--- config.mk ---
export PLATFORM = sky130hd
export DESIGN_NAME = rv_core_top
export DESIGN_NICKNAME = d
export VERILOG_FILES = /design/src/source/core_pkg.sv /design/src/source/rv_isa_pkg.sv /design/src/source/decode_if.sv /design/src/source/rv_core_top.sv /design/src/source/rv_pc_unit.sv /design/src/source/rv_alu.sv /design/src/source/rv_regfile.sv /design/src/source/rv_decoder.sv
export SDC_FILE = /design/constraint.sdc
export NUM_CORES = 2
export LEC_CHECK = 0
export ABC_CLOCK_PERIOD_IN_PS = 10400
export BUFFER_PORTS_ARGS = -buffer_cell sky130_fd_sc_hd__buf_2
export CORE_ASPECT_RATIO = 0.5
export CORE_MARGIN = 2
export CORE_UTILIZATION = 55
export CTS_BUF_LIST = sky130_fd_sc_hd__clkbuf_2
export CTS_CLUSTER_DIAMETER = 30
export DETAILED_ROUTE_END_ITERATION = 10
export GPL_TIMING_DRIVEN = 0
export PLACE_DENSITY = 0.73
export SYNTH_ARGS = -nofsm -noshare
export SYNTH_HDL_FRONTEND = slang
export SYNTH_HIERARCHICAL = 1
export SYNTH_SLANG_ARGS = --single-unit
--- constraint.sdc ---
create_clock -name clk -period 10.4 [get_ports clk]
set_clock_uncertainty 0.1 [all_clocks]
set_input_delay 1.04 -clock clk [delete_from_list [all_inputs] [get_ports clk]]
set_output_delay 1.04 -clock clk [all_outputs]
set_load 0.005 [all_outputs]
--- src/source/core_pkg.sv ---
package core_pkg;

  localparam int          NUM_REGS = 32;
  localparam logic [31:0] RESET_PC = 32'h0000_0000;
  localparam logic [31:0] PC_STEP  = 32'd4;

  // encoded as {alt, funct3} so the decoder can build it from the word
  typedef enum logic [3:0] {
    ALU_ADD  = 4'b0000,
    ALU_SLL  = 4'b0001,
    ALU_SLT  = 4'b0010,
    ALU_SLTU = 4'b0011,
    ALU_XOR  = 4'b0100,
    ALU_SRL  = 4'b0101,
    ALU_OR   = 4'b0110,
    ALU_AND  = 4'b0111,
    ALU_SUB  = 4'b1000,
    ALU_SRA  = 4'b1101
  } alu_op_e;

  typedef enum logic [1:0] {
    SRC_A_RS1  = 2'd0,
    SRC_A_PC   = 2'd1,
    SRC_A_ZERO = 2'd2
  } src_a_e;

  typedef enum logic [1:0] {
    SRC_B_RS2  = 2'd0,
    SRC_B_IMM  = 2'd1,
    SRC_B_STEP = 2'd2
  } src_b_e;

  typedef enum logic [1:0] {
    FLOW_SEQ    = 2'd0,
    FLOW_BRANCH = 2'd1,
    FLOW_JAL    = 2'd2,
    FLOW_JALR   = 2'd3
  } flow_e;

  // values match the branch funct3 field
  typedef enum logic [2:0] {
    BR_EQ  = 3'b000,
    BR_NE  = 3'b001,
    BR_LT  = 3'b100,
    BR_GE  = 3'b101,
    BR_LTU = 3'b110,
    BR_GEU = 3'b111
  } branch_cond_e;

endpackage

--- src/source/rv_isa_pkg.sv ---
package rv_isa_pkg;

  localparam int XLEN = 32;

  typedef logic [XLEN-1:0] word_t;
  typedef logic [4:0]      reg_addr_t;

  // base opcodes handled by this core
  typedef enum logic [6:0] {
    OPC_OP_IMM = 7'b0010011,
    OPC_OP     = 7'b0110011,
    OPC_LUI    = 7'b0110111,
    OPC_AUIPC  = 7'b0010111,
    OPC_JAL    = 7'b1101111,
    OPC_JALR   = 7'b1100111,
    OPC_BRANCH = 7'b1100011,
    OPC_SYSTEM = 7'b1110011
  } opcode_e;

  // selects SUB and SRA/SRAI
  localparam logic [6:0] FUNCT7_ALT = 7'b0100000;

  // funct3 codes that need a funct7 check
  localparam logic [2:0] F3_ADD_SUB = 3'b000;
  localparam logic [2:0] F3_SLL     = 3'b001;
  localparam logic [2:0] F3_SR      = 3'b101;

  typedef struct packed {
    logic [6:0] funct7;
    reg_addr_t  rs2;
    reg_addr_t  rs1;
    logic [2:0] funct3;
    reg_addr_t  rd;
    opcode_e    opcode;
  } r_fmt_t;

  typedef struct packed {
    logic [11:0] imm_11_0;
    reg_addr_t   rs1;
    logic [2:0]  funct3;
    reg_addr_t   rd;
    opcode_e     opcode;
  } i_fmt_t;

  typedef struct packed {
    logic [6:0] imm_11_5;
    reg_addr_t  rs2;
    reg_addr_t  rs1;
    logic [2:0] funct3;
    logic [4:0] imm_4_0;
    opcode_e    opcode;
  } s_fmt_t;

  typedef struct packed {
    logic       imm_12;
    logic [5:0] imm_10_5;
    reg_addr_t  rs2;
    reg_addr_t  rs1;
    logic [2:0] funct3;
    logic [3:0] imm_4_1;
    logic       imm_11;
    opcode_e    opcode;
  } b_fmt_t;

  typedef struct packed {
    logic [19:0] imm_31_12;
    reg_addr_t   rd;
    opcode_e     opcode;
  } u_fmt_t;

  typedef struct packed {
    logic       imm_20;
    logic [9:0] imm_10_1;
    logic       imm_11;
    logic [7:0] imm_19_12;
    reg_addr_t  rd;
    opcode_e    opcode;
  } j_fmt_t;

  // one instruction word seen through every format
  typedef union packed {
    r_fmt_t r;
    i_fmt_t i;
    s_fmt_t s;
    b_fmt_t b;
    u_fmt_t u;
    j_fmt_t j;
  } rv_insn_u;

endpackage
--- src/source/decode_if.sv ---
`timescale 1ns/1ps

interface decode_if import rv_isa_pkg::*, core_pkg::*; ();

  alu_op_e      alu_op;
  src_a_e       src_a;
  src_b_e       src_b;
  word_t        imm;
  reg_addr_t    rs1;
  reg_addr_t    rs2;
  reg_addr_t    rd;
  logic         wb_en;
  flow_e        flow;
  branch_cond_e branch_cond;
  logic         halt;

  modport decoder (
    output alu_op, src_a, src_b, imm, rs1, rs2, rd, wb_en, flow, branch_cond, halt
  );

  modport regfile (input rs1, rs2, rd, wb_en);

  modport alu (input alu_op, src_a, src_b, imm, branch_cond);

  modport pc_unit (input flow, imm);

endinterface

--- src/source/rv_core_top.sv ---
`timescale 1ns/1ps

module rv_core_top import rv_isa_pkg::*, core_pkg::*; (
  input  logic      clk,
  input  logic      rst,
  input  word_t     insn_from_imem,
  output word_t     pc_to_imem,
  output logic      halt,
  output word_t     trace_completed_pc,
  output word_t     trace_completed_insn,
  output logic      trace_rd_we,
  output reg_addr_t trace_rd,
  output word_t     trace_rd_data
);

  decode_if dec ();

  word_t rs1_data;
  word_t rs2_data;
  word_t alu_result;
  logic  branch_taken;

  rv_decoder u_decoder (
    .insn (insn_from_imem),
    .dec  (dec.decoder)
  );

  rv_regfile u_regfile (
    .clk        (clk),
    .rst        (rst),
    .dec        (dec.regfile),
    .rd_data    (alu_result),
    .rs1_data   (rs1_data),
    .rs2_data   (rs2_data),
    .write_done (trace_rd_we)
  );

  rv_alu u_alu (
    .dec          (dec.alu),
    .pc           (pc_to_imem),
    .rs1_data     (rs1_data),
    .rs2_data     (rs2_data),
    .result       (alu_result),
    .branch_taken (branch_taken)
  );

  rv_pc_unit u_pc_unit (
    .clk          (clk),
    .rst          (rst),
    .dec          (dec.pc_unit),
    .rs1_data     (rs1_data),
    .branch_taken (branch_taken),
    .pc           (pc_to_imem)
  );

  // ecall only reported outside reset
  assign halt = dec.halt && !rst;

  assign trace_completed_pc   = pc_to_imem;
  assign trace_completed_insn = insn_from_imem;
  assign trace_rd             = dec.rd;
  assign trace_rd_data        = alu_result;

endmodule

--- src/source/rv_pc_unit.sv ---
`timescale 1ns/1ps

module rv_pc_unit import rv_isa_pkg::*, core_pkg::*; (
  input  logic      clk,
  input  logic      rst,
  decode_if.pc_unit dec,
  input  word_t     rs1_data,
  input  logic      branch_taken,
  output word_t     pc
);

  word_t pc_seq;
  word_t pc_rel;
  word_t pc_next;

  assign pc_seq = pc + PC_STEP;
  assign pc_rel = pc + dec.imm;

  always_comb begin
    case (dec.flow)
      FLOW_BRANCH: pc_next = branch_taken ? pc_rel : pc_seq;
      FLOW_JAL:    pc_next = pc_rel;
      // target lsb is always cleared
      FLOW_JALR:   pc_next = (rs1_data + dec.imm) & ~word_t'(1);
      default:     pc_next = pc_seq;
    endcase
  end

  always_ff @(posedge clk) begin
    if (rst) begin
      pc <= RESET_PC;
    end else begin
      pc <= pc_next;
    end
  end

endmodule

--- src/source/rv_alu.sv ---
`timescale 1ns/1ps

module rv_alu import rv_isa_pkg::*, core_pkg::*; (
  decode_if.alu dec,
  input  word_t pc,
  input  word_t rs1_data,
  input  word_t rs2_data,
  output word_t result,
  output logic  branch_taken
);

  word_t      op_a;
  word_t      op_b;
  logic [4:0] shamt;

  always_comb begin
    case (dec.src_a)
      SRC_A_PC:   op_a = pc;
      SRC_A_ZERO: op_a = '0;
      default:    op_a = rs1_data;
    endcase
  end

  always_comb begin
    case (dec.src_b)
      SRC_B_IMM:  op_b = dec.imm;
      SRC_B_STEP: op_b = PC_STEP;
      default:    op_b = rs2_data;
    endcase
  end

  assign shamt = op_b[4:0];

  always_comb begin
    case (dec.alu_op)
      ALU_SUB:  result = op_a - op_b;
      ALU_SLL:  result = op_a << shamt;
      ALU_SLT:  result = word_t'($signed(op_a) < $signed(op_b));
      ALU_SLTU: result = word_t'(op_a < op_b);
      ALU_XOR:  result = op_a ^ op_b;
      ALU_SRL:  result = op_a >> shamt;
      ALU_SRA:  result = $signed(op_a) >>> shamt;
      ALU_OR:   result = op_a | op_b;
      ALU_AND:  result = op_a & op_b;
      default:  result = op_a + op_b;
    endcase
  end

  // branch compare always on the two register operands
  always_comb begin
    case (dec.branch_cond)
      BR_EQ:   branch_taken = (rs1_data == rs2_data);
      BR_NE:   branch_taken = (rs1_data != rs2_data);
      BR_LT:   branch_taken = ($signed(rs1_data) < $signed(rs2_data));
      BR_GE:   branch_taken = ($signed(rs1_data) >= $signed(rs2_data));
      BR_LTU:  branch_taken = (rs1_data < rs2_data);
      BR_GEU:  branch_taken = (rs1_data >= rs2_data);
      default: branch_taken = 1'b0;
    endcase
  end

endmodule

--- src/source/rv_regfile.sv ---
`timescale 1ns/1ps

module rv_regfile import rv_isa_pkg::*, core_pkg::*; (
  input  logic      clk,
  input  logic      rst,
  decode_if.regfile dec,
  input  word_t     rd_data,
  output word_t     rs1_data,
  output word_t     rs2_data,
  output logic      write_done
);

  word_t regs [NUM_REGS];

  // x0 is never written
  assign write_done = dec.wb_en && !rst && (dec.rd != '0);

  always_ff @(posedge clk) begin
    if (rst) begin
      for (int i = 0; i < NUM_REGS; i++) begin
        regs[i] <= '0;
      end
    end else if (write_done) begin
      regs[dec.rd] <= rd_data;
    end
  end

  assign rs1_data = (dec.rs1 == '0) ? '0 : regs[dec.rs1];
  assign rs2_data = (dec.rs2 == '0) ? '0 : regs[dec.rs2];

endmodule

--- src/source/rv_decoder.sv ---
`timescale 1ns/1ps

module rv_decoder import rv_isa_pkg::*, core_pkg::*; (
  input word_t     insn,
  decode_if.decoder dec
);

  rv_insn_u   iw;
  word_t      imm_i;
  word_t      imm_b;
  word_t      imm_u;
  word_t      imm_j;
  logic [2:0] funct3;
  logic       is_reg;
  logic       f7_zero;
  logic       f7_alt;
  logic       alt_sel;
  logic       alu_ok;

  assign iw     = insn;
  assign funct3 = iw.r.funct3;

  assign imm_i = {{20{iw.i.imm_11_0[11]}}, iw.i.imm_11_0};
  assign imm_b = {{19{iw.b.imm_12}}, iw.b.imm_12, iw.b.imm_11, iw.b.imm_10_5,
                  iw.b.imm_4_1, 1'b0};
  assign imm_u = {iw.u.imm_31_12, 12'b0};
  assign imm_j = {{11{iw.j.imm_20}}, iw.j.imm_20, iw.j.imm_19_12, iw.j.imm_11,
                  iw.j.imm_10_1, 1'b0};

  // alu decode shared by OP and OP-IMM
  assign is_reg  = (iw.r.opcode == OPC_OP);
  assign f7_zero = (iw.r.funct7 == '0);
  assign f7_alt  = (iw.r.funct7 == FUNCT7_ALT);
  // immediate forms only have an alternate for SRAI
  assign alt_sel = f7_alt && ((funct3 == F3_SR) || (is_reg && funct3 == F3_ADD_SUB));

  always_comb begin
    if (is_reg) begin
      alu_ok = f7_zero || alt_sel;
    end else if (funct3 == F3_SLL) begin
      alu_ok = f7_zero;
    end else if (funct3 == F3_SR) begin
      alu_ok = f7_zero || f7_alt;
    end else begin
      alu_ok = 1'b1;
    end
  end

  assign dec.rs1 = iw.r.rs1;
  assign dec.rs2 = iw.r.rs2;
  assign dec.rd  = iw.r.rd;
  assign dec.branch_cond = branch_cond_e'(funct3);

  always_comb begin
    // defaults give a no-op that steps the PC
    dec.alu_op = ALU_ADD;
    dec.src_a  = SRC_A_RS1;
    dec.src_b  = SRC_B_IMM;
    dec.imm    = imm_i;
    dec.wb_en  = 1'b0;
    dec.flow   = FLOW_SEQ;
    dec.halt   = 1'b0;

    case (iw.r.opcode)
      OPC_LUI: begin
        dec.src_a = SRC_A_ZERO;
        dec.imm   = imm_u;
        dec.wb_en = 1'b1;
      end
      OPC_AUIPC: begin
        dec.src_a = SRC_A_PC;
        dec.imm   = imm_u;
        dec.wb_en = 1'b1;
      end
      OPC_JAL: begin
        dec.src_a = SRC_A_PC;
        dec.src_b = SRC_B_STEP;
        dec.imm   = imm_j;
        dec.wb_en = 1'b1;
        dec.flow  = FLOW_JAL;
      end
      OPC_JALR: begin
        if (funct3 == 3'b000) begin
          dec.src_a = SRC_A_PC;
          dec.src_b = SRC_B_STEP;
          dec.wb_en = 1'b1;
          dec.flow  = FLOW_JALR;
        end
      end
      OPC_BRANCH: begin
        // funct3 010 and 011 are not branches
        if (funct3[2:1] != 2'b01) begin
          dec.imm  = imm_b;
          dec.flow = FLOW_BRANCH;
        end
      end
      OPC_OP_IMM, OPC_OP: begin
        dec.alu_op = alu_op_e'({alt_sel, funct3});
        dec.src_b  = is_reg ? SRC_B_RS2 : SRC_B_IMM;
        dec.wb_en  = alu_ok;
      end
      OPC_SYSTEM: begin
        // only ECALL, all other fields zero
        dec.halt = (iw.i.imm_11_0 == '0) && (iw.i.rs1 == '0) &&
                   (funct3 == 3'b000) && (iw.i.rd == '0);
      end
      default: begin
      end
    endcase
  end

endmodule

==> impl_metrics.ini <==
[status]
status = complete, but fails checks
violations = max-capacitance violations, max-slew violations, negative setup slack

[timing]
clock.fmax_ghz = 0.0942
min_period_over_period_pct = 102
layout_setup_ws_ns = -0.212
tightest_slew_ns = 1.62
period_needed_ns = 10.61
setup_viol = 7
tns_ns = -0.813
final_max_slew_viol_count = 11
rsz0062_at_grt = yes
relSlewSlack_pct = -8.07
finalHoldViolCount = 0

[pwr]
swShare_pct = 39.4
p_leak_nw = 29.9
p_per_area_nw_per_um2 = 146
share_comb_of_total_power_pct = 33.1
ir_drop_mv = 0.100
p_total_mw = 11.3
seqPwrFrac_pct = 43.3
power_frac_clock_pct = 23.7
power.switching_mw = 4.46
p_int_mw = 6.86

[cts]
htreeDepth = 4
cts_tree = built
clock_latency_ns = 1.62
clock-root-buffer = clkbuf_2
clkSinkCount = 1056
cts_buffers = 237
ctsHoldBuffers = 0
clk_path_buf_depth = 4
path_clk_slew_ns = 0.08

[cells_and_area]
drive_gt1_share_pct = 22.8
mostFrequentLayoutCell = edfxtp_1
fin_nets = 6736
layout_common_cells = 1024 x edfxtp_1, 1017 x and2_1, 473 x mux4_2
syn_to_final_growth_pct = 8.75
layout.cells.non_filler = 8404
final_cell_area_sq_um = 77500

[critical_path]
r2r_setup_slack_ns = 1.73
cpLargestDelayFamily = compound AO/OA/AOI/OAI gates
critPathKind = primary input to primary output
rr_endpoint = u_pc_unit/pc[13]
r2r_cells = 22
required_ns = 9.26
critPathCaptureType = primary output
startpoint = insn_from_imem[17]
path_cells = buf_2, buf_4, buf_2, buf_4, clkbuf_1, mux4_2, mux4_2, o22ai_1, nor3_2, a22o_1, ha_1, inv_1, fa_1, nand2b_1, a221oi_4, o2111ai_1, o21ai_0, a21oi_1, nor2_1, o21ai_0, o21ai_0, o21ai_0, nand2_1, buf_2
rr_startpoint = u_regfile/regs[31][9]
crit_path_start_kind = primary input
crit_buf_inv = 7
slowest_delay_ns = 0.94
cp_max_fo = 10
crit_top_cell = o21ai_0
cp_slowest_cell = clkbuf_1
path_depth = 24
cp-endpoint = trace_rd_data[16]
crit_arrival_ns = 9.47

[placed_design]
numPortBuffers = 168
gp_congestion = 1.05
hpwl_mm = 236
dp_slack_ns = -2.95
placed_area_sq_um = 74900
placedCellCount = 7970

[detailed_routing]
drt-initial-drc-count = 11149
antenna_left = 0
routedWlPerCell_um = 38.1
post_drt_via_cell_ratio = 7.25
wl_mm = 320
vias = 60933
dr.pass1.iters = 8
drt_drc_violations_left = 0

[grt]
grt_pass1_vias = 57808
antenna_found_initial = 34
track_usage_pct = 47.2
grt-ovfl-total = 0
grt_pass1_wl_mm = 438
grt_max_degree = 33

[yosys]
ys_seq_elements = 1056
synth.distinct_cells = 118
synth-edff-count = 1024
syn_inst = 6025
syn_avg_cell_area_sq_um = 11.8
synth.cell_area_sq_um = 71300
yosysSeqAreaShare_pct = 44.0
async_flop_share_pct = 0
synth-warning-count = 6
synth_flop_cell = edfxtp_1

[die]
io_pins = 169
start_util_pct = 55.4
dieArea_sq_um = 133000
core.rowCount = 93
dieWidth_um = 513
die_h_um = 259
core_area_sq_um = 129000

[job]
cap_violations = 2

[min_path]
hold_class = primary input to register
-- stage by stage --
step	hold WS, ns	util [%]
global placement	0.438	57.8
floorplan	0.388	-
finish	0.257	60.3
CTS	0.129	60.1
global route	0.199	60.2
detailed placement	0.443	58.3
-- timing repair --
action	in CTS	in global routing
resized for setup	52	50
pin swaps	4	2
setup buffers	5	2
setup endpoints to repair	383	23
-- worst min-delay path, stage by stage --
cell and delay (ns):
buf_2 0.13, buf_4 0.17, xor2_1 0.09, nand2_1 0.06, or3_1 0.09, nand3_1 0.06
-- state kept, by name (all words and copies together), names as in the netlist --
register	flops
u_regfile/regs	1024
u_pc_unit/pc	32
-- cell type report --
type,count,area [sq um]
Inverter,164,616
Tap cell,1710,2140
Clock inverter,75,404
Sequential cell,1056,31400
Buffer,610,3050
Fill cell,10436,51100
Timing Repair Buffer,213,1270
Multi-Input combinational cell,4222,36900
Clock buffer,333,1670
Antenna cell,21,52.6
-- logic make-up after synthesis --
group	share of synthesized area (%)
flip-flops	44.0
AND/OR/NAND/NOR	15.5
other	0.00526
adder cells (fa/ha/maj)	3.52
multiplexers	19.6
AO/OA/AOI/OAI	11.3
buffers and inverters	5.07
XOR/XNOR	0.996
-- per-layer routing --
layer | routed length, um | GRT usage (%) | vias up | share of wire [%]
li1 | - | - | 23931 | -
met1 | 113000 | 60.4 | 30055 | 35
met2 | 134000 | 68.2 | 5796 | 42
met3 | 56500 | 22.7 | 1121 | 18
met4 | 16900 | 20.6 | 30 | 5.3
met5 | 307 | 0 | - | 0.096
-- synthesized netlist by cell type (13+ instances only) --
master,instances,area share (%)
edfxtp_1,1024,43
and2_1,1018,8.9
mux4_2,473,15
clkbuf_1,354,1.9
nor2_1,282,1.5
mux2i_1,272,3.8
nand2_1,236,1.2
a21oi_1,210,1.5
ha_1,194,3.4
o21ai_0,165,1.2
inv_1,156,0.82
o22ai_1,145,1.3
buf_4,111,1.2
a22o_1,104,1.3
nor3_1,102,0.72
buf_2,93,0.65
a2111oi_0,67,0.82
a21o_1,65,0.68
mux2_2,53,0.84
xnor2_1,53,0.65
nand3_1,52,0.37
a22oi_1,45,0.47
a211oi_1,43,0.45
or2_2,39,0.34
nand4_1,35,0.31
buf_1,34,0.18
dfxtp_1,32,0.90
nor2b_1,32,0.28
nand2b_1,30,0.26
a221oi_1,29,0.36
xor2_1,28,0.34
a31oi_1,27,0.24
or3_1,26,0.23
o21bai_1,24,0.25
nor4_1,22,0.19
buf_6,21,0.33
o211ai_1,21,0.22
and3_1,20,0.18
o221ai_1,19,0.23
nand3b_1,17,0.18
a221o_1,16,0.22
nor3b_1,14,0.15
o21a_1,13,0.14
o31ai_1,13,0.14
-- power by group through the flow --
stage	Combinational (mW)	Clock [mW]	Sequential (mW)
after floorplan	1.91	0	4.94
after global placement	3.34	0	4.97
after detailed placement	3.45	0	4.98
after CTS	3.49	2.68	4.89
after global routing	3.82	2.87	4.91
final	3.75	2.68	4.90
-- how the worst min path moves through the flow --
stage                                   from                to  slack [ns]  cells past startpoint
after detailed placement     u_pc_unit/pc[0]   u_pc_unit/pc[0]        0.44                      2
after CTS                 insn_from_imem[31]  u_pc_unit/pc[31]        0.13                      6
after global routing      insn_from_imem[31]  u_pc_unit/pc[31]        0.20                      6
after global placement       u_pc_unit/pc[0]   u_pc_unit/pc[0]        0.44                      2
final                     insn_from_imem[31]  u_pc_unit/pc[31]        0.26                      6
after floorplan              u_pc_unit/pc[0]   u_pc_unit/pc[0]        0.39                      2
No activity file was read; power rests on OpenSTA's default activity.
